$ cat config.mk
export PLATFORM = sky130hd
export DESIGN_NAME = cache_tag_mem
export DESIGN_NICKNAME = d
export VERILOG_FILES = /design/src/source/cache_pkg.sv /design/src/source/cache_tag_mem.sv
export SDC_FILE = /design/constraint.sdc
export NUM_CORES = 2
export LEC_CHECK = 0
export BUFFER_PORTS_ARGS = -buffer_cell sky130_fd_sc_hd__clkbuf_2
export CORE_ASPECT_RATIO = 2
export CORE_UTILIZATION = 55
export CTS_CLUSTER_SIZE = 28
export DETAILED_ROUTE_END_ITERATION = 8
export GPL_TIMING_DRIVEN = 1
export PLACE_DENSITY_LB_ADDON = 0.08
export SLEW_MARGIN = 40
export SYNTH_ARGS = -nofsm -noshare
export SYNTH_HDL_FRONTEND = slang
export SYNTH_SLANG_ARGS = --single-unit
$ cat constraint.sdc
create_clock -name clk -period 3.3 [get_ports clk]
set_input_delay 0.495 -clock clk [delete_from_list [all_inputs] [get_ports clk]]
set_output_delay 0.495 -clock clk [all_outputs]
set_load 0.01 [all_outputs]
$ cat src/source/cache_pkg.sv
package cache_pkg;

	// address split: tag [31:11], set [10:6], word [5:2], byte [1:0]
	localparam int tag_width = 21;
	localparam int set_index_width = 5;
	localparam int num_sets = 32;
	localparam int num_ways = 4;
	localparam int line_words = 16;
	localparam int word_offset_width = 4;

	// names one of the four ways
	typedef logic [1:0] way_t;

	// states of the cache controller FSM
	typedef enum logic [2:0]
	{
		state_idle,
		state_lookup,
		state_fill,
		state_fill_done,
		state_respond,
		state_invalidate
	} ctrl_state_t;

endpackage

$ cat src/source/cache_tag_mem.sv
module cache_tag_mem
(
	input  logic                                 clk,
	input  logic                                 rst_n_i,
	input  logic [31:0]                          address_i,
	input  logic                                 access_i,
	output cache_pkg::way_t                      hit_way_o,
	output logic                                 cache_hit_o,
	input  logic                                 update_i,
	input  logic                                 invalidate_i,
	input  cache_pkg::way_t                      update_way_i,
	input  logic [cache_pkg::tag_width-1:0]      update_tag_i,
	input  logic [cache_pkg::set_index_width-1:0] update_set_i
);
	import cache_pkg::*;

	// one tag bank and one valid bank per way, all read in parallel
	logic [tag_width-1:0] tag_mem [num_ways][num_sets];
	logic [num_sets-1:0]  valid_mem [num_ways];

	logic [tag_width-1:0] tag_q [num_ways];
	logic [num_ways-1:0]  valid_q;
	logic                 access_latched;
	logic [tag_width-1:0] request_tag_latched;
	logic [num_ways-1:0]  way_hit;

	logic [set_index_width-1:0] requested_set;
	logic [tag_width-1:0]       requested_tag;

	assign requested_set = address_i[word_offset_width + 2 +: set_index_width];
	assign requested_tag = address_i[31 -: tag_width];

	// registered lookup, the result is compared in the following cycle
	always_ff @(posedge clk)
	begin
		for (int w = 0; w < num_ways; w++)
		begin
			tag_q[w] <= tag_mem[w][requested_set];
			valid_q[w] <= valid_mem[w][requested_set];
		end
		request_tag_latched <= requested_tag;
	end

	always_ff @(posedge clk)
	begin
		if (!rst_n_i)
			access_latched <= 1'b0;
		else
			access_latched <= access_i;
	end

	always_comb
	begin
		for (int w = 0; w < num_ways; w++)
			way_hit[w] = valid_q[w] && (tag_q[w] == request_tag_latched);
	end

	// the lowest matching way wins if more than one matches
	always_comb
	begin
		hit_way_o = '0;
		for (int w = num_ways - 1; w >= 0; w--)
		begin
			if (way_hit[w])
				hit_way_o = way_t'(w);
		end
	end

	assign cache_hit_o = (|way_hit) && access_latched;

	always_ff @(posedge clk)
	begin
		if (update_i)
			tag_mem[update_way_i][update_set_i] <= update_tag_i;
	end

	// an update marks the line valid, an invalidate clears it
	always_ff @(posedge clk)
	begin
		if (!rst_n_i)
		begin
			for (int w = 0; w < num_ways; w++)
				valid_mem[w] <= '0;
		end
		else if (update_i)
			valid_mem[update_way_i][update_set_i] <= 1'b1;
		else if (invalidate_i)
			valid_mem[update_way_i][update_set_i] <= 1'b0;
	end

endmodule

# After elaboration in Yosys (flattened, before gate mapping)
# Memory sizes are Yosys's and may differ from the RTL's.
# Index checks and enable logic that the tools add are counted.
[op_classes]
order_cmp = 6
eq_ne = 4
mux = 72
bitwise_logic = 34
n_reduce_logical = 9
[ops]
columns = ["cell", "n"]
rows = [
  ["two-way mux 672 bit", 1],
  ["binary-select mux 21 bit (select 5 bit)", 4],
  ["two-way mux 21 bit", 9],
  ["two-way mux 32 bit", 4],
  ["demux 21 bit (select 5 bit)", 1],
  ["== test 21 bit", 4],
  ["two-way mux 1 bit", 43],
  ["bitwise OR 1 bit", 32],
  ["OR reduction 32 bit", 1],
  ["binary-select mux 1 bit (select 5 bit)", 4],
  ["greater-or-equal comparator 6 bit (second input constant)", 2],
  ["< comparator 5 x 6 -> 1 bit (second input constant)", 2],
  ["inverter 5 -> 6 bit", 2],
  ["two-way mux 2 bit", 5],
  ["logical AND 1 bit", 7],
  ["< comparator 6 x 1 -> 1 bit (second input constant)", 1],
  ["demux 1 bit (select 5 bit)", 1],
  ["greater-or-equal comparator 5 x 1 -> 1 bit (second input constant)", 1],
  ["OR reduction 4 bit", 1],
]
[totals]
register_bits = 26
ram_bits = 2900
input_bits = 65
output_inout_bits = 3
n_memories = 3
[mem_list]
columns = ["memory", "words", "width", "rd", "rd_ports_with_merged_regs", "wr", "line", "text"]
rows = [
  ["tag_mem", 4, 672, 4, 0, 1, "cache_tag_mem.sv:18", "logic [tag_width-1:0] tag_mem [num_ways][num_sets];"],
  ["valid_mem", 4, 32, 4, 0, 4, "cache_tag_mem.sv:19", "logic [num_sets-1:0] valid_mem [num_ways];"],
  ["tag_q", 4, 21, 4, 0, 4, "cache_tag_mem.sv:21", "logic [tag_width-1:0] tag_q [num_ways];"],
]

# Logic depth before layout (Yosys ltp)
[logic_depth]
depth_word = 8
depth_mapped = 9

# Worst setup path after synthesis
# No wires, ideal clock.
[synth_timing]
path_kind = "input to register"
start = "input port update_set_i[3] in the netlist's numbering"
end = "memory tag_mem[3][588] in the netlist's numbering (enable)"
setup_ns = 0.399
arrival_ns = 2.406
required_time_ns = 2.901
setup_slack_ns = 0.495
stages = 5
n_path_buf = 2
path_cell_list = "clkbuf_1 > nor3_1 > nand2_1 > clkbuf_1 > nor2_1"
[synth_via]
elab_chain_len = 6
[synth_rtl]
columns = ["element", "line", "text"]
rows = [
  ["start: declaration", "cache_tag_mem.sv:13", "input logic [cache_pkg::set_index_width-1:0] update_set_i"],
  ["inverter 5 -> 6 bit (implied by the code) *", "cache_tag_mem.sv:74", "tag_mem[update_way_i][update_set_i] <= update_tag_i;"],
  ["greater-or-equal comparator 6 bit (implied by the code) / < comparator 6 x 1 -> 1 bit (equally long branches)", "cache_tag_mem.sv:74", ""],
  ["logical AND 1 bit (implied by the code)", "cache_tag_mem.sv:74", ""],
  ["two-way mux 21 bit (implied by the code)", "cache_tag_mem.sv:74", ""],
  ["demux 21 bit (select 5 bit) *", "cache_tag_mem.sv:74", ""],
  ["two-way mux 672 bit (implied by the code) *", "cache_tag_mem.sv:74", ""],
  ["end: declaration", "cache_tag_mem.sv:18", ""],
]
# Mark *: on every way between the ends. The rest lies on a longest branch, timed or not.

# Worst setup path after layout
[layout_timing]
start = "register request_tag_latched[8]"
end = "output port cache_hit_o"
[layout_via]
elab_chain_len = 4
[layout_rtl]
columns = ["element", "line", "text"]
rows = [
  ["start: declaration", "cache_tag_mem.sv:24", "logic [tag_width-1:0] request_tag_latched;"],
  ["start signal: assignment", "cache_tag_mem.sv:41", "request_tag_latched <= requested_tag;"],
  ["== test 21 bit", "cache_tag_mem.sv:55", "way_hit[w] = valid_q[w] && (tag_q[w] == request_tag_latched);"],
  ["logical AND 1 bit", "cache_tag_mem.sv:55", ""],
  ["OR reduction 4 bit *", "cache_tag_mem.sv:69", "assign cache_hit_o = (|way_hit) && access_latched;"],
  ["logical AND 1 bit *", "cache_tag_mem.sv:69", ""],
  ["end: declaration", "cache_tag_mem.sv:8", "output logic cache_hit_o,"],
]
# Marked as above.

==> results.sh <==
export IMPL_run_status="finished clean"
export IMPL_drc=0
export IMPL_synth_yosys_warnings=0
export IMPL_max_cap_violations=0
export IMPL_stdcell_area_um2=128000
export IMPL_setup_violations_final=0
export IMPL_cts_reportedPaths_clkPinSlew_ns=0.07
export IMPL_worstPathArrival_ns=2.77
export IMPL_timing_critical_path_required_ns=2.80
export IMPL_post_place_ws_ns=0.180
export IMPL_grt_max_degree=129
export IMPL_post_route_worst_setup_slack_ns=0.0379
export IMPL_clock_tree_htree_level_count=4
export IMPL_min_delay_path_class="input pin to register"
export IMPL_grt_util_all_layers=0.293
export IMPL_mostFrequentLayoutCells="sky130_fd_sc_hd__edfxtp_1, sky130_fd_sc_hd__mux4_2, sky130_fd_sc_hd__buf_4, sky130_fd_sc_hd__clkbuf_16, sky130_fd_sc_hd__mux2i_1"
export IMPL_clock_path_buffers=4
export IMPL_achievable_frequency_mhz=307
export IMPL_cts_tree="yes"
export IMPL_maximum_vdd_ir_drop_mv=0.530
export IMPL_clock_skew_ns=0.0364
export IMPL_layout_drive_gt1_share=0.312
export IMPL_timing_critical_path_cells="buf_8 -> xnor2_1 -> nand4_1 -> nor4_4 -> buf_6 -> a2bb2oi_4 -> a21boi_1 -> buf_2"
export IMPL_design_portCount=68
export IMPL_slew_violations=0
export IMPL_clockRootBuffer="sky130_fd_sc_hd__clkbuf_16"
export IMPL_die_area_um2=206000
export IMPL_critical_path_slowest_cell="sky130_fd_sc_hd__nor4_4"
export IMPL_cp_num_buf_inv=3
export IMPL_wl_um=298000
export IMPL_worst_setup_path_type="register to primary output"
export IMPL_period_minus_slack_ns=3.26
export IMPL_p_per_area_nw_per_um2=586
export IMPL_grt_pass1_wl_um=418000
export IMPL_worst_path_largest_cell_delay_ns=0.46
export IMPL_drt_iter0_markers=5709
export IMPL_floorplan_die_width_um=321
export IMPL_die_h_um=640
export IMPL_wl_per_cell_um=35.1
export IMPL_footprint_of_the_multi_input_gates_um2=24200
export IMPL_cts_inserted_buffers=248
export IMPL_worst_path_dominant_cell_family="simple AND/OR/NAND/NOR gates"
export IMPL_insertion_delay_ns=0.90
export IMPL_drtAntennaViolNets=0
export IMPL_worstSetupStartpointType="register"
export IMPL_place_congestion=0.904
export IMPL_synth_area_per_cell_um2=21.8
export IMPL_placed_cell_area_um2=119000
export IMPL_yosysSeqAreaShare=0.775
export IMPL_syn2layout_area_growth_pct=14.5
export IMPL_fin_setup_tns_ns=0
export IMPL_buffer_ports_inserted=61
export IMPL_leakage_nw=40.5
export IMPL_ys_types=45
export IMPL_first_global_vias=56000
export IMPL_core_area_um2=202000
export IMPL_final_min_period_over_clock_period=0.989
export IMPL_start_util=0.555
export IMPL_synthFlopType="sky130_fd_sc_hd__edfxtp_1"
export IMPL_rows=233
export IMPL_async_flop_share=0
export IMPL_worstPathMaxFanout=3
export IMPL_cts_sinks=2926
export IMPL_viasPerCell=6.43
export IMPL_postSynthNetCount=5190
export IMPL_fillCellCount=13800
export IMPL_worstSetupEndpointType="primary output"
export IMPL_vias=54500
export IMPL_hold_viol=0
export IMPL_dpl_hpwl_um=181000
export IMPL_synthesis_instances=5125
export IMPL_slew_headroom=0.410
export IMPL_drt_first_pass_iters=5
export IMPL_num_nets_final=5641
export IMPL_antenna_found_initial=13
export IMPL_regArea_um2=86800
export IMPL_placedCellCount=7977
export IMPL_synth_enable_flop_cells=2816
export IMPL_overflow_left_after_global_routing=0
export IMPL_layout_commonest_cell="sky130_fd_sc_hd__edfxtp_1"
export IMPL_finish_cell_count_without_fillers=8488
export IMPL_synth_ff_latch_count=2926
export IMPL_worst_tran_pin_value_ns=0.885
export IMPL_holdWs_ns=0.0282
export IMPL_post_synthesis_cell_area_um2=112000
## power breakdown
group	switching, mW	internal, mW
clock network	13.0	16.5
logic	2.57	1.69
registers	0.234	41.0
total	15.9	59.2
## synth_stat cells (all sizes together) (66+ instances only)
master / count / share of area
edfxtp: 2816 / 0.76
mux4: 697 / 0.14
nor2: 255 / 0.0085
clkbuf: 178 / 0.0060
buf: 153 / 0.0078
o21ai: 145 / 0.0065
mux2i: 143 / 0.013
dfxtp: 110 / 0.020
a221oi: 81 / 0.0063
a22oi: 69 / 0.0046
a21oi: 66 / 0.0029
mux2: 66 / 0.0066
## worst register-to-register path, cell delays in order, from the launching register on
cell and delay (ns):
sky130_fd_sc_hd__edfxtp_1 0.36, sky130_fd_sc_hd__mux4_2 0.49, sky130_fd_sc_hd__a221oi_1 0.57, sky130_fd_sc_hd__o21ai_1 0.32, sky130_fd_sc_hd__o221a_1 0.21
## layout make-up
type	count	area share
Clock buffer	333	0.0524
Sequential cell	2926	0.677
Antenna cell	7	0.000137
Clock inverter	120	0.0105
Multi-Input combinational cell	1868	0.189
Timing Repair Buffer	532	0.0444
Tap cell	2702	0.0264
## metal layers
layer / GRT usage / wire length, um / vias up
met1: 0.367 / 108000 / 29500
met3: 0.0365 / 17700 / 545
met2: 0.511 / 157000 / 2104
met4: 0.131 / 15400 / 2
li1: - / - / 22400
met5: 0 / 16 / -
## stage by stage
stage | util | power [mW]
after floorplan | - | 44.1
final | 0.635 | 75.1
after detailed placement | 0.590 | 46.2
after global routing | 0.635 | 77.0
after CTS | 0.633 | 75.5
after global placement | 0.590 | 46.2
## flip-flops by register name, indices dropped and copies added (netlist names)
| name | count |
|---|---|
| access_latched | 1 |
| valid_q | 4 |
| tag_q | 84 |
| request_tag_latched | 21 |
| valid_mem | 128 |
| tag_mem | 2688 |
## final timing paths
path,from,to,slack (ns),cells past startpoint
min reg2reg,tag_mem[2][614],tag_q[2][5],0.75,3
max reg2reg,tag_mem[2][344],tag_q[2][8],1.26,4
max,request_tag_latched[8],cache_hit_o,0.04,8
min,update_tag_i[16],tag_mem[2][226],0.03,1
## kinds of logic after synthesis
family	share of synthesized area
AO/OA/AOI/OAI	0.0309
XOR/XNOR	0.00657
buffers and inverters	0.0138
flip-flops	0.775
multiplexers	0.160
AND/OR/NAND/NOR	0.0143
## timing repair
item | in CTS | in global routing
pin swaps | 8 | 12
hold endpoints to repair | 38 | 24
setup buffers | 15 | 8
hold buffers | 22 | 2
setup endpoints to repair | 3 | 3
resized for setup | 76 | 31
Power figures use the tool's default switching activity.
