<file path="src/source/cache_pkg.sv">
package cache_pkg;

	// address split: tag [31:11], set [10:6], word [5:2], byte [1:0]
	localparam int tag_width = 21;
	localparam int set_index_width = 5;
	localparam int num_sets = 32;
	localparam int num_ways = 4;
	localparam int line_words = 16;
	localparam int word_offset_width = 4;

	// names one of the four ways
	typedef logic [1:0] way_t;

	// states of the cache controller FSM
	typedef enum logic [2:0]
	{
		state_idle,
		state_lookup,
		state_fill,
		state_fill_done,
		state_respond,
		state_invalidate
	} ctrl_state_t;

endpackage

</file>
<file path="src/source/cache_controller.sv">
module cache_controller
(
	input  logic                                    clk,
	input  logic                                    rst_n_i,
	input  logic                                    cpu_cyc_i,
	input  logic                                    cpu_stb_i,
	input  logic                                    cpu_we_i,
	input  logic [31:0]                             cpu_adr_i,
	output logic                                    cpu_ack_o,
	output logic                                    mem_cyc_o,
	output logic                                    mem_stb_o,
	output logic [31:0]                             mem_adr_o,
	input  logic                                    mem_ack_i,
	output logic                                    tag_access_o,
	output logic                                    tag_update_o,
	output logic                                    tag_invalidate_o,
	output cache_pkg::way_t                         tag_way_o,
	input  logic                                    cache_hit_i,
	input  cache_pkg::way_t                         hit_way_i,
	input  cache_pkg::way_t                         victim_way_i,
	output logic                                    lru_touch_o,
	output cache_pkg::way_t                         lru_way_o,
	output logic                                    data_wr_en_o,
	output cache_pkg::way_t                         data_way_o,
	output logic [cache_pkg::word_offset_width-1:0] data_word_o
);
	import cache_pkg::*;

	ctrl_state_t                  state_q;
	way_t                         way_q;
	logic [word_offset_width-1:0] fill_count;
	logic                         mem_stb_q;
	logic                         fill_word_done;
	logic                         fill_last;

	// a fill word completes when its strobe is acknowledged
	assign fill_word_done = (state_q == state_fill) && mem_stb_q && mem_ack_i;
	assign fill_last = fill_word_done && (fill_count == word_offset_width'(line_words - 1));

	always_ff @(posedge clk)
	begin
		if (!rst_n_i)
		begin
			state_q <= state_idle;
			way_q <= '0;
			fill_count <= '0;
			mem_stb_q <= 1'b0;
		end
		else
		begin
			case (state_q)
				state_idle:
				begin
					if (cpu_cyc_i && cpu_stb_i)
						state_q <= state_lookup;
				end

				state_lookup:
				begin
					if (cache_hit_i)
					begin
						way_q <= hit_way_i;
						state_q <= cpu_we_i ? state_invalidate : state_respond;
					end
					else if (cpu_we_i)
						state_q <= state_respond;
					else
					begin
						// miss, so the victim way receives the new line
						way_q <= victim_way_i;
						fill_count <= '0;
						mem_stb_q <= 1'b1;
						state_q <= state_fill;
					end
				end

				state_fill:
				begin
					if (fill_word_done)
					begin
						mem_stb_q <= 1'b0;
						fill_count <= fill_count + 1'b1;
						if (fill_last)
							state_q <= state_fill_done;
					end
					else if (!mem_stb_q)
						mem_stb_q <= 1'b1;
				end

				state_fill_done:
					state_q <= state_respond;

				state_respond, state_invalidate:
					state_q <= state_idle;

				default:
					state_q <= state_idle;
			endcase
		end
	end

	assign tag_access_o = (state_q == state_idle) && cpu_cyc_i && cpu_stb_i;
	assign tag_update_o = fill_last;
	assign tag_invalidate_o = (state_q == state_invalidate);
	assign tag_way_o = way_q;

	// writes acknowledge in invalidate so hits and misses take the same time
	assign cpu_ack_o = (state_q == state_respond) || (state_q == state_invalidate);

	assign mem_cyc_o = (state_q == state_fill);
	assign mem_stb_o = (state_q == state_fill) && mem_stb_q;
	assign mem_adr_o = {cpu_adr_i[31:word_offset_width + 2], fill_count, 2'b00};

	// reads that hit and completed fills both count as a use of the way
	assign lru_touch_o = ((state_q == state_lookup) && cache_hit_i && !cpu_we_i)
		|| (state_q == state_fill_done);
	assign lru_way_o = (state_q == state_lookup) ? hit_way_i : way_q;

	assign data_wr_en_o = fill_word_done;
	assign data_way_o = way_q;
	assign data_word_o = fill_count;

endmodule

</file>
<file path="config.mk">
export PLATFORM = sky130hd
export DESIGN_NAME = cache_controller
export DESIGN_NICKNAME = d
export VERILOG_FILES = /design/src/source/cache_pkg.sv /design/src/source/cache_controller.sv
export SDC_FILE = /design/constraint.sdc
export NUM_CORES = 1
export LEC_CHECK = 0
export BUFFER_PORTS_ARGS = -buffer_cell sky130_fd_sc_hd__buf_2
export CORE_MARGIN = 2
export CORE_UTILIZATION = 35
export CTS_BUF_LIST = sky130_fd_sc_hd__clkbuf_4
export DETAILED_ROUTE_END_ITERATION = 12
export HOLD_SLACK_MARGIN = 0.05
export PLACE_DENSITY = 0.79
export SLEW_MARGIN = 5
export SYNTH_ARGS = -nofsm -noshare
export SYNTH_HDL_FRONTEND = slang
export SYNTH_SLANG_ARGS = --single-unit
export TNS_END_PERCENT = 30
</file>
<file path="constraint.sdc">
create_clock -name clk -period 2.1 [get_ports clk]
set_input_delay 0.525 -clock clk [delete_from_list [all_inputs] [get_ports clk]]
set_output_delay 0.525 -clock clk [all_outputs]
set_load 0.01 [all_outputs]
</file>
==> After elaboration in Yosys (flattened, before gate mapping) <==
Cells that the tools add are included.
W data, S select, Z words.
{ "classes": {"add_sub_neg": 1, "eq_ne": 12, "n_mux": 18, "reduce_logical": 17} }
{ "ops": {"columns": ["operator", "count"], "rows": [
  ["$mux W3", 5],
  ["$mux W4", 3],
  ["$pmux W3 S4", 1],
  ["$logic_and A1 B1 Y1", 8],
  ["$pmux W4 S2", 1],
  ["$eq A3 B2 Y1 const B", 2],
  ["$eq A3 B3 Y1 const B", 2],
  ["$mux W2", 3],
  ["$ne A2 B1 Y1 const B", 3],
  ["$ne A2 B2 Y1 const B", 3],
  ["$reduce_and A3 Y1", 2],
  ["$add A4 B1 Y4 const B", 1],
  ["$eq A4 B4 Y1 const B", 1],
  ["$mux W1", 4],
  ["$reduce_and A4 Y1", 1],
  ["$eq A3 B1 Y1 const B", 1],
  ["$logic_not A3 Y1", 1],
  ["$logic_or A1 B1 Y1", 2],
  ["$pmux W1 S2", 1],
  ["$reduce_and A2 Y1", 1],
  ["$reduce_bool A2 Y1", 1],
  ["$logic_not A1 Y1", 1]
]} }
{ "word_totals": {"regBits": 10, "wordCells": 52} }

==> Logic depth before layout (Yosys ltp) <==
Gate-level depths: netlist of the first run.
{ "logic_depth": {"word_depth": 7, "mapped_depth": 6} }

==> Worst setup path before layout of the first run <==
No wires, ideal clock.
{ "synth_path": {"path_type": "register to output", "startpoint": "reg state_q[2]", "endpoint": "out tag_update_o", "arrival_ns": 1.280, "required_ns": 1.575, "path_slack_ns": 0.295, "stages_incl_launch_ff": 5, "n_path_buf": 2, "cell_sequence": "dfxtp_1 buf_6 or3b_1 buf_2 nor3_1"} }
{ "synth_between": {"elab_chain_cells": 4} }
{ "synth_rtl": {"columns": ["element", "line_no", "rtl"], "rows": [
  ["from (decl)", "cache_controller.sv:29", "ctrl_state_t state_q;"],
  ["from (signal assigned)", "cache_controller.sv:44", "state_q <= state_idle;"],
  ["from (signal assigned)", "cache_controller.sv:55", "state_q <= state_lookup;"],
  ["from (signal assigned)", "cache_controller.sv:63", "state_q <= cpu_we_i ? state_invalidate : state_respond;"],
  ["$eq A3 B2 Y1", "cache_controller.sv:37", "assign fill_word_done = (state_q == state_fill) && mem_stb_q && mem_ack_i;"],
  ["$logic_and A1 B1 Y1 (2 in a row)", "cache_controller.sv:37", null],
  ["$logic_and A1 B1 Y1", "cache_controller.sv:38", "assign fill_last = fill_word_done && (fill_count == word_offset_width'(line_words - 1));"],
  ["to (decl)", "cache_controller.sv:15", "output logic tag_update_o,"]
]} }
No other way between the ends.

==> Worst setup path after layout of the first run <==
{ "layout_path": {"startpoint": "reg state_q[0]", "endpoint": "out data_wr_en_o"} }
{ "layout_between": {"elab_chain_cells": 3} }
{ "layout_rtl": {"columns": ["element", "line_no", "rtl"], "rows": [
  ["$eq A3 B2 Y1", "cache_controller.sv:37", null],
  ["$logic_and A1 B1 Y1 (2 in a row)", "cache_controller.sv:37", null],
  ["to (decl)", "cache_controller.sv:23", "output logic data_wr_en_o,"]
]} }
No other way between the ends.

==> results of run 1 <==
[area by class of cell]
| type | count | area [um^2] |
|---|---|---|
| flip-flops and latches | 10 | 203 |
| well taps | 28 | 35.0 |
| multi-input cells | 58 | 378 |
| inverters | 4 | 15.0 |
| clock buffers | 3 | 22.5 |
| fillers | 245 | 1410 |
| clock inverters | 1 | 3.75 |
| repair buffers | 36 | 190 |
[worst max-delay path, cell delays in order (launching register included)]
cell,delay [ns]
dfxtp_2,0.36
or3b_4,0.44
inv_2,0.12
nand3_2,0.10
inv_1,0.07
buf_2,0.12
[worst paths after layout]
check                      start             end  slack, ns  cells past startpoint
hold / removal    data_word_o[1]  data_word_o[1]       0.54                      2
setup reg to reg      state_q[0]  data_word_o[0]       0.51                      4
setup / recovery      state_q[0]    data_wr_en_o       0.09                      5
hold reg to reg   data_word_o[1]  data_word_o[1]       0.54                      2
[registers in the layout (all words and copies together), names as in the netlist]
| register | count |
|---|---|
| mem_stb_q | 1 |
| data_way_o | 2 |
| state_q | 3 |
| data_word_o | 4 |
[logic make-up (layout without fill, tap and decap cells)]
kind of cell | after synthesis | count (layout) | share of synthesized area [%]
fa+ha+maj | 1 | 1 | 1.47
mux | 2 | 2 | 2.35
compound gates | 17 | 17 | 14.1
other cells | 1 | 2 | 0.439
buf+inv | 41 | 44 | 34.5
flops | 10 | 10 | 23.5
simple gates | 36 | 36 | 23.8
[layout by cell type (no fill, tap or decap), types with 3 or more instances in the layout]
cell type,n
a21oi_1,4
a311oi_1,3
buf_2,32
buf_4,4
clkbuf_4,3
dfxtp_1,8
inv_1,3
nand2_1,13
[metal layers]
layer	vias up	share of wire, %	global-route usage (%)
met5	-	0	0
met4	0	1.1	8.12
met3	8	13	3.11
met2	45	49	19.8
met1	329	37	13.5
li1	347	-	-
[power by group]
group | internal [mW] | switching (mW)
Clock | 0.0686 | 0.0715
Combinational | 0.0474 | 0.0530
Sequential | 0.199 | 0.0115
[repair_timing]
| item | CTS | global route |
|---|---|---|
| hold buffers | 0 | 0 |
| buffers inserted | 0 | 1 |
| gates resized for setup | 3 | 3 |
| pin swaps | 0 | 1 |
| endpoints found under the setup margin | 3 | 2 |
==> results.md, run 1 <==
- Max frequency: ~500 MHz
- First-pass GRT wire length: about 2.6 mm
- Final Hold Fails: 0
- Largest net degree at the start of global routing: 10
- Req. time, crit path: ~1.6 ns
- Global route total overflow: 0
- RSZ-0062 raised after global routing: no
- Worst skew pair latency: 0.27 ns
- Non-filler instance count after layout: between 100 and 150
- Gpl congestion: between 0.8 and 0.9
- Dpl ws: ~0.22 ns
- Die Area: around 2800 um^2
- Ratio of cells with drive above 1 in the final layout: 42.0%
- Vias: around 730
- Sequential cell area fraction in the yosys report: 23.5%
- Detailed Route WL: 1.77 mm
- CTS tree: yes
- Antenna violations before repair: 0
- Initial DRC count: 14
- Period utilisation layout: 95.6%
- Warnings from Yosys: 0
- Setup TNS: 0 ns
- Worst hold-check path type: reg -> reg
- Most common cell in the synthesized netlist: buf_4
- Final setup vio count: 0
- Synth cell count leaders: buf_4, nand2_1, dfxtp_1
- Cell area power density: approximately 530 nW/um^2
- DR DRC count: 0
- Critical Path Sink Type: primary output
- Post-DRT Antenna Nets: 0
- Final core occ: 37.6%
- CTS HTree Levels: 1
- Max cap viols: 0
- Tmin final: ~2.0 ns
- Wire per inst: between 10 and 15 um
- Mapped Area: ~850 um^2
- Initial Util: between 30% and 40%
- Total iterations of the first detailed-routing run: 4
- Non-Filler Cell Area, Final: ~850 um^2
- Vias per Instance: between 5 and 6
- Placed Area: roughly 800 um^2
- Clk pin slew, worst setup/hold paths: 0.08 ns
- Worst setup SP type: register
- Post-layout power: ~450 uW
- Core area: around 2300 um^2
- Layout area overhead: -0.733%
- # IOs: between 90 and 100
- Tot GR Track Use: approximately 12%
- DIE WIDTH: between 50 and 60 um
- Ys async rst share: 0%
- Row count: 17
- Vias in the first global route: 625
- Clock buffer depth: 2
- Root buffer cell: clkbuf_4
- Count of final max-slew check failures: 0
- Final hold slack: ~0.54 ns
- Dpl hpwl: ~1.3 mm
- Port buffer count: 32
- VDD IR-drop max: 0.000193 V
- Largest cells by area after synthesis: buf_4, dfxtp_1, nand2_1
- WP data arrival: 1.48 ns
- Critical path class: reg -> out
- Die Span Y: roughly 53 um
- EDFF count, synth: 0
- Seq cells post-synth: 10
- Placed cells: 135
- CTS Sinks: 10
- # diodes: 0
- Syn_area_per_cell: 7.90 um^2
- Setup ws final: between 0.09 and 0.1 ns
- Nets: ~160
- Setup Skew: slightly above 0.009 ns
- Post-synth top area share: between 30 and 40%
- Post-Syn Instances: ~110
- Status: complete, no violations
- Leak Pwr: 0.436 nW
- Cts bufs inserted: 3
- Post-synth cell types: 35
- Crit-path max FO: 9
- Top cell type by total area after synthesis: buf_4
- Top_reg_cell synth: dfxtp_1
No activity file was read; power rests on OpenSTA's default activity.
==> inputs of run 2 (changes only) <==
--- a/config.mk
+++ b/config.mk
@@ -11,9 +11,9 @@
 export CTS_BUF_LIST = sky130_fd_sc_hd__clkbuf_4
 export DETAILED_ROUTE_END_ITERATION = 12
 export HOLD_SLACK_MARGIN = 0.05
-export PLACE_DENSITY = 0.79
+export PLACE_DENSITY = 0.84
 export SLEW_MARGIN = 5
 export SYNTH_ARGS = -nofsm -noshare
 export SYNTH_HDL_FRONTEND = slang
 export SYNTH_SLANG_ARGS = --single-unit
-export TNS_END_PERCENT = 30
+export TNS_END_PERCENT = 1
==> run 2 against run 1 <==
Net effect:
- register-to-register slack gained 0.07 ns
- largest power group unchanged
- largest cell class unchanged
- clock power shrank 6%
- worst setup slack is essentially flat
- wire length grew 7.1%
- highest routed layer unchanged
- non-clock buffer count shrank 1
- via count shrank 1.8%
- fmax is essentially flat
- combinational power is essentially flat
- sequential cell count is the same
- total power shrank 1.9%
- first-iteration DRC count grew 110%
- cell area shrank 2.1%
==> results.md, run 2 (synthesis results as in run 1) <==
- First-pass GRT wire length: 2.66 mm (was 2.64 mm)
- Max frequency: 498 MHz (about the same)
- Tot GR Track Use: 12.5% (was 12.1%)
- Clock buffer depth: 2 (unchanged)
- VDD IR-drop max: 0.000185 V (was 0.000193 V)
- Gpl congestion: 0.759 (was 0.807)
- Commonest cells after routing, fill and taps aside: buf_2, nand2_1, dfxtp_1 (unchanged)
- Core area: 2250 um^2 (unchanged)
- Global route total overflow: 0 (unchanged)
- Worst setup SP type: register (unchanged)
- Vias: 716 (was 729)
- Period utilisation layout: 95.6% (about the same)
- Dpl hpwl: 1.41 mm (was 1.34 mm)
- Highest routed layer: met4 (unchanged)
- Final setup vio count: 0 (unchanged)
- Leak Pwr: 0.429 nW (was 0.436 nW)
- Row count: 17 (unchanged)
- Crit-path max FO: 9 (unchanged)
- Commonest non-fill, non-tap cell in the layout: buf_2 (unchanged)
- Reg-to-reg startpoint: state_q[0] (unchanged)
- Final Hold Fails: 0 (unchanged)
- Register area: 201 um^2 (was 203 um^2)
- Wire per inst: 13.7 um (was 12.6 um)
- Critical Path Sink Type: primary output (unchanged)
- Total iterations of the first detailed-routing run: 4 (unchanged)
- Req. time, crit path: 1.57 ns (about the same)
- WP data arrival: 1.48 ns (about the same)
- Non-Filler Cell Area, Final: 830 um^2 (was 847 um^2)
- Multi-input logic area: 373 um^2 (was 378 um^2)
- Largest net degree at the start of global routing: 10 (unchanged)
- Max reg flops: 4 (unchanged)
- R2r endpoint: data_word_o[3] (was data_word_o[0])
- Crit path from: state_q[0] (unchanged)
- Cts bufs inserted: 3 (unchanged)
- Met3 WL post-DR: 175 um (was 228 um)
- CTS Sinks: 10 (unchanged)
- Root buffer cell: clkbuf_4 (unchanged)
- Worst-path cell chain: or3b_4 -> inv_2 -> nand3_1 -> inv_1 -> buf_2 (was or3b_4 -> inv_2 -> nand3_2 -> inv_1 -> buf_2)
- Max cap viols: 0 (unchanged)
- Tmin final: 2.01 ns (about the same)
- CTS tree: yes (unchanged)
- Initial DRC count: 29 (was 14)
- CP endpoint: data_wr_en_o (unchanged)
- Initial Util: 37.8% (unchanged)
- Met2 wire length: 896 um (was 871 um)
- Fillers: 246 (was 245)
- CP max stage delay: 0.43 ns (was 0.44 ns)
- Setup TNS: 0 ns (unchanged)
- RSZ-0062 raised after global routing: no (unchanged)
- CTS HTree Levels: 1 (unchanged)
- Cell area power density: 533 nW/um^2 (was 532 nW/um^2)
- Clk pin slew, worst setup/hold paths: 0.07 ns (was 0.08 ns)
- Detailed Route WL: 1.90 mm (was 1.77 mm)
- Setup Skew: 0.00731 ns (was 0.00934 ns)
- Hold Buf Count CTS: 0 (unchanged)
- Vias per Instance: 5.19 (was 5.21)
- DIE WIDTH: 53.4 um (unchanged)
- Post-layout power: 442 uW (was 451 uW)
- Vias in the first global route: 618 (was 625)
- Worst r2r path cells: 3 (was 4)
- Nets: 156 (was 157)
- Worst hold-check path type: reg -> reg (unchanged)
- Antenna violations before repair: 0 (unchanged)
- Ratio of cells with drive above 1 in the final layout: 40.0% (was 42.0%)
- Placed Area: 796 um^2 (unchanged)
- DR DRC count: 0 (unchanged)
- Slowest-stage cell, CP: or3b_4 (unchanged)
- # IOs: 93 (unchanged)
- WL met1: 725 um (was 650 um)
- Post-DRT Antenna Nets: 0 (unchanged)
- # diodes: 0 (unchanged)
- Reg2Reg Setup Slack: 0.58 ns (was 0.51 ns)
- Worst skew pair latency: 0.26 ns (was 0.27 ns)
- Die Area: 2850 um^2 (unchanged)
- Count of final max-slew check failures: 0 (unchanged)
- Port buffer count: 32 (unchanged)
- Status: complete, no violations (unchanged)
- Die Span Y: 53.4 um (unchanged)
- Critical path class: reg -> out (unchanged)
- Layout area overhead: -2.79% (was -0.733%)
## run 2: layer usage
| layer | vias to the layer above | GRT usage, % |
|---|---|---|
| li1 | 343 | - |
| met1 | 319 | 12.6 |
| met2 | 38 | 20.2 |
| met3 | 16 | 3.95 |
| met4 | 0 | 11.5 |
| met5 | - | 0 |
## run 2: cell type report
cell class / instances / share of cell area (%)
timing repair buffer: 35 / 22.0
tap: 28 / 4.22
clock buffer: 3 / 2.71
sequential: 10 / 24.3
inverter: 4 / 1.81
multi-input combinational: 58 / 44.9
## run 2: power breakdown
group	leakage, nW	total, mW	internal, mW	switching [mW]
clock network	0.0138	0.131	0.0660	0.0649
logic	0.334	0.102	0.0471	0.0546
registers	0.0815	0.210	0.199	0.0109
## run 2: worst min path at each step
stage                        start        endpoint  slack (ns)  cells past startpoint
floorplan               state_q[2]      state_q[2]        0.50                      2
global placement    data_word_o[1]  data_word_o[1]        0.50                      2
finish              data_word_o[1]  data_word_o[1]        0.53                      2
CTS                 data_word_o[1]  data_word_o[1]        0.53                      2
global route            state_q[0]      state_q[2]        0.56                      1
detailed placement  data_word_o[1]  data_word_o[1]        0.52                      2
## run 2: through the flow
step                      setup slack (ns)  hold slack, ns  util, %  cells
after floorplan                      0.295           0.504        -    109
after global placement               0.242           0.502     35.3    135
after detailed placement             0.240           0.525     35.3    135
after CTS                           0.0405           0.533     36.6    138
after global routing                0.0197           0.557     36.8    138
final                               0.0923           0.530     36.8    138
## run 2: worst max-delay path: cells and delay by family, from the launching register on
family / cells / cell delay [ns]
and+or+nand+nor: 2 / 0.56
DFF: 1 / 0.36
buffers and inverters: 3 / 0.30
## run 2: timing repair
item,CTS,global route
setup buffers,0,0
gates resized for setup,2,2
setup endpoints to repair,2,3
gates cloned,0,0
hold endpoints to repair,0,0
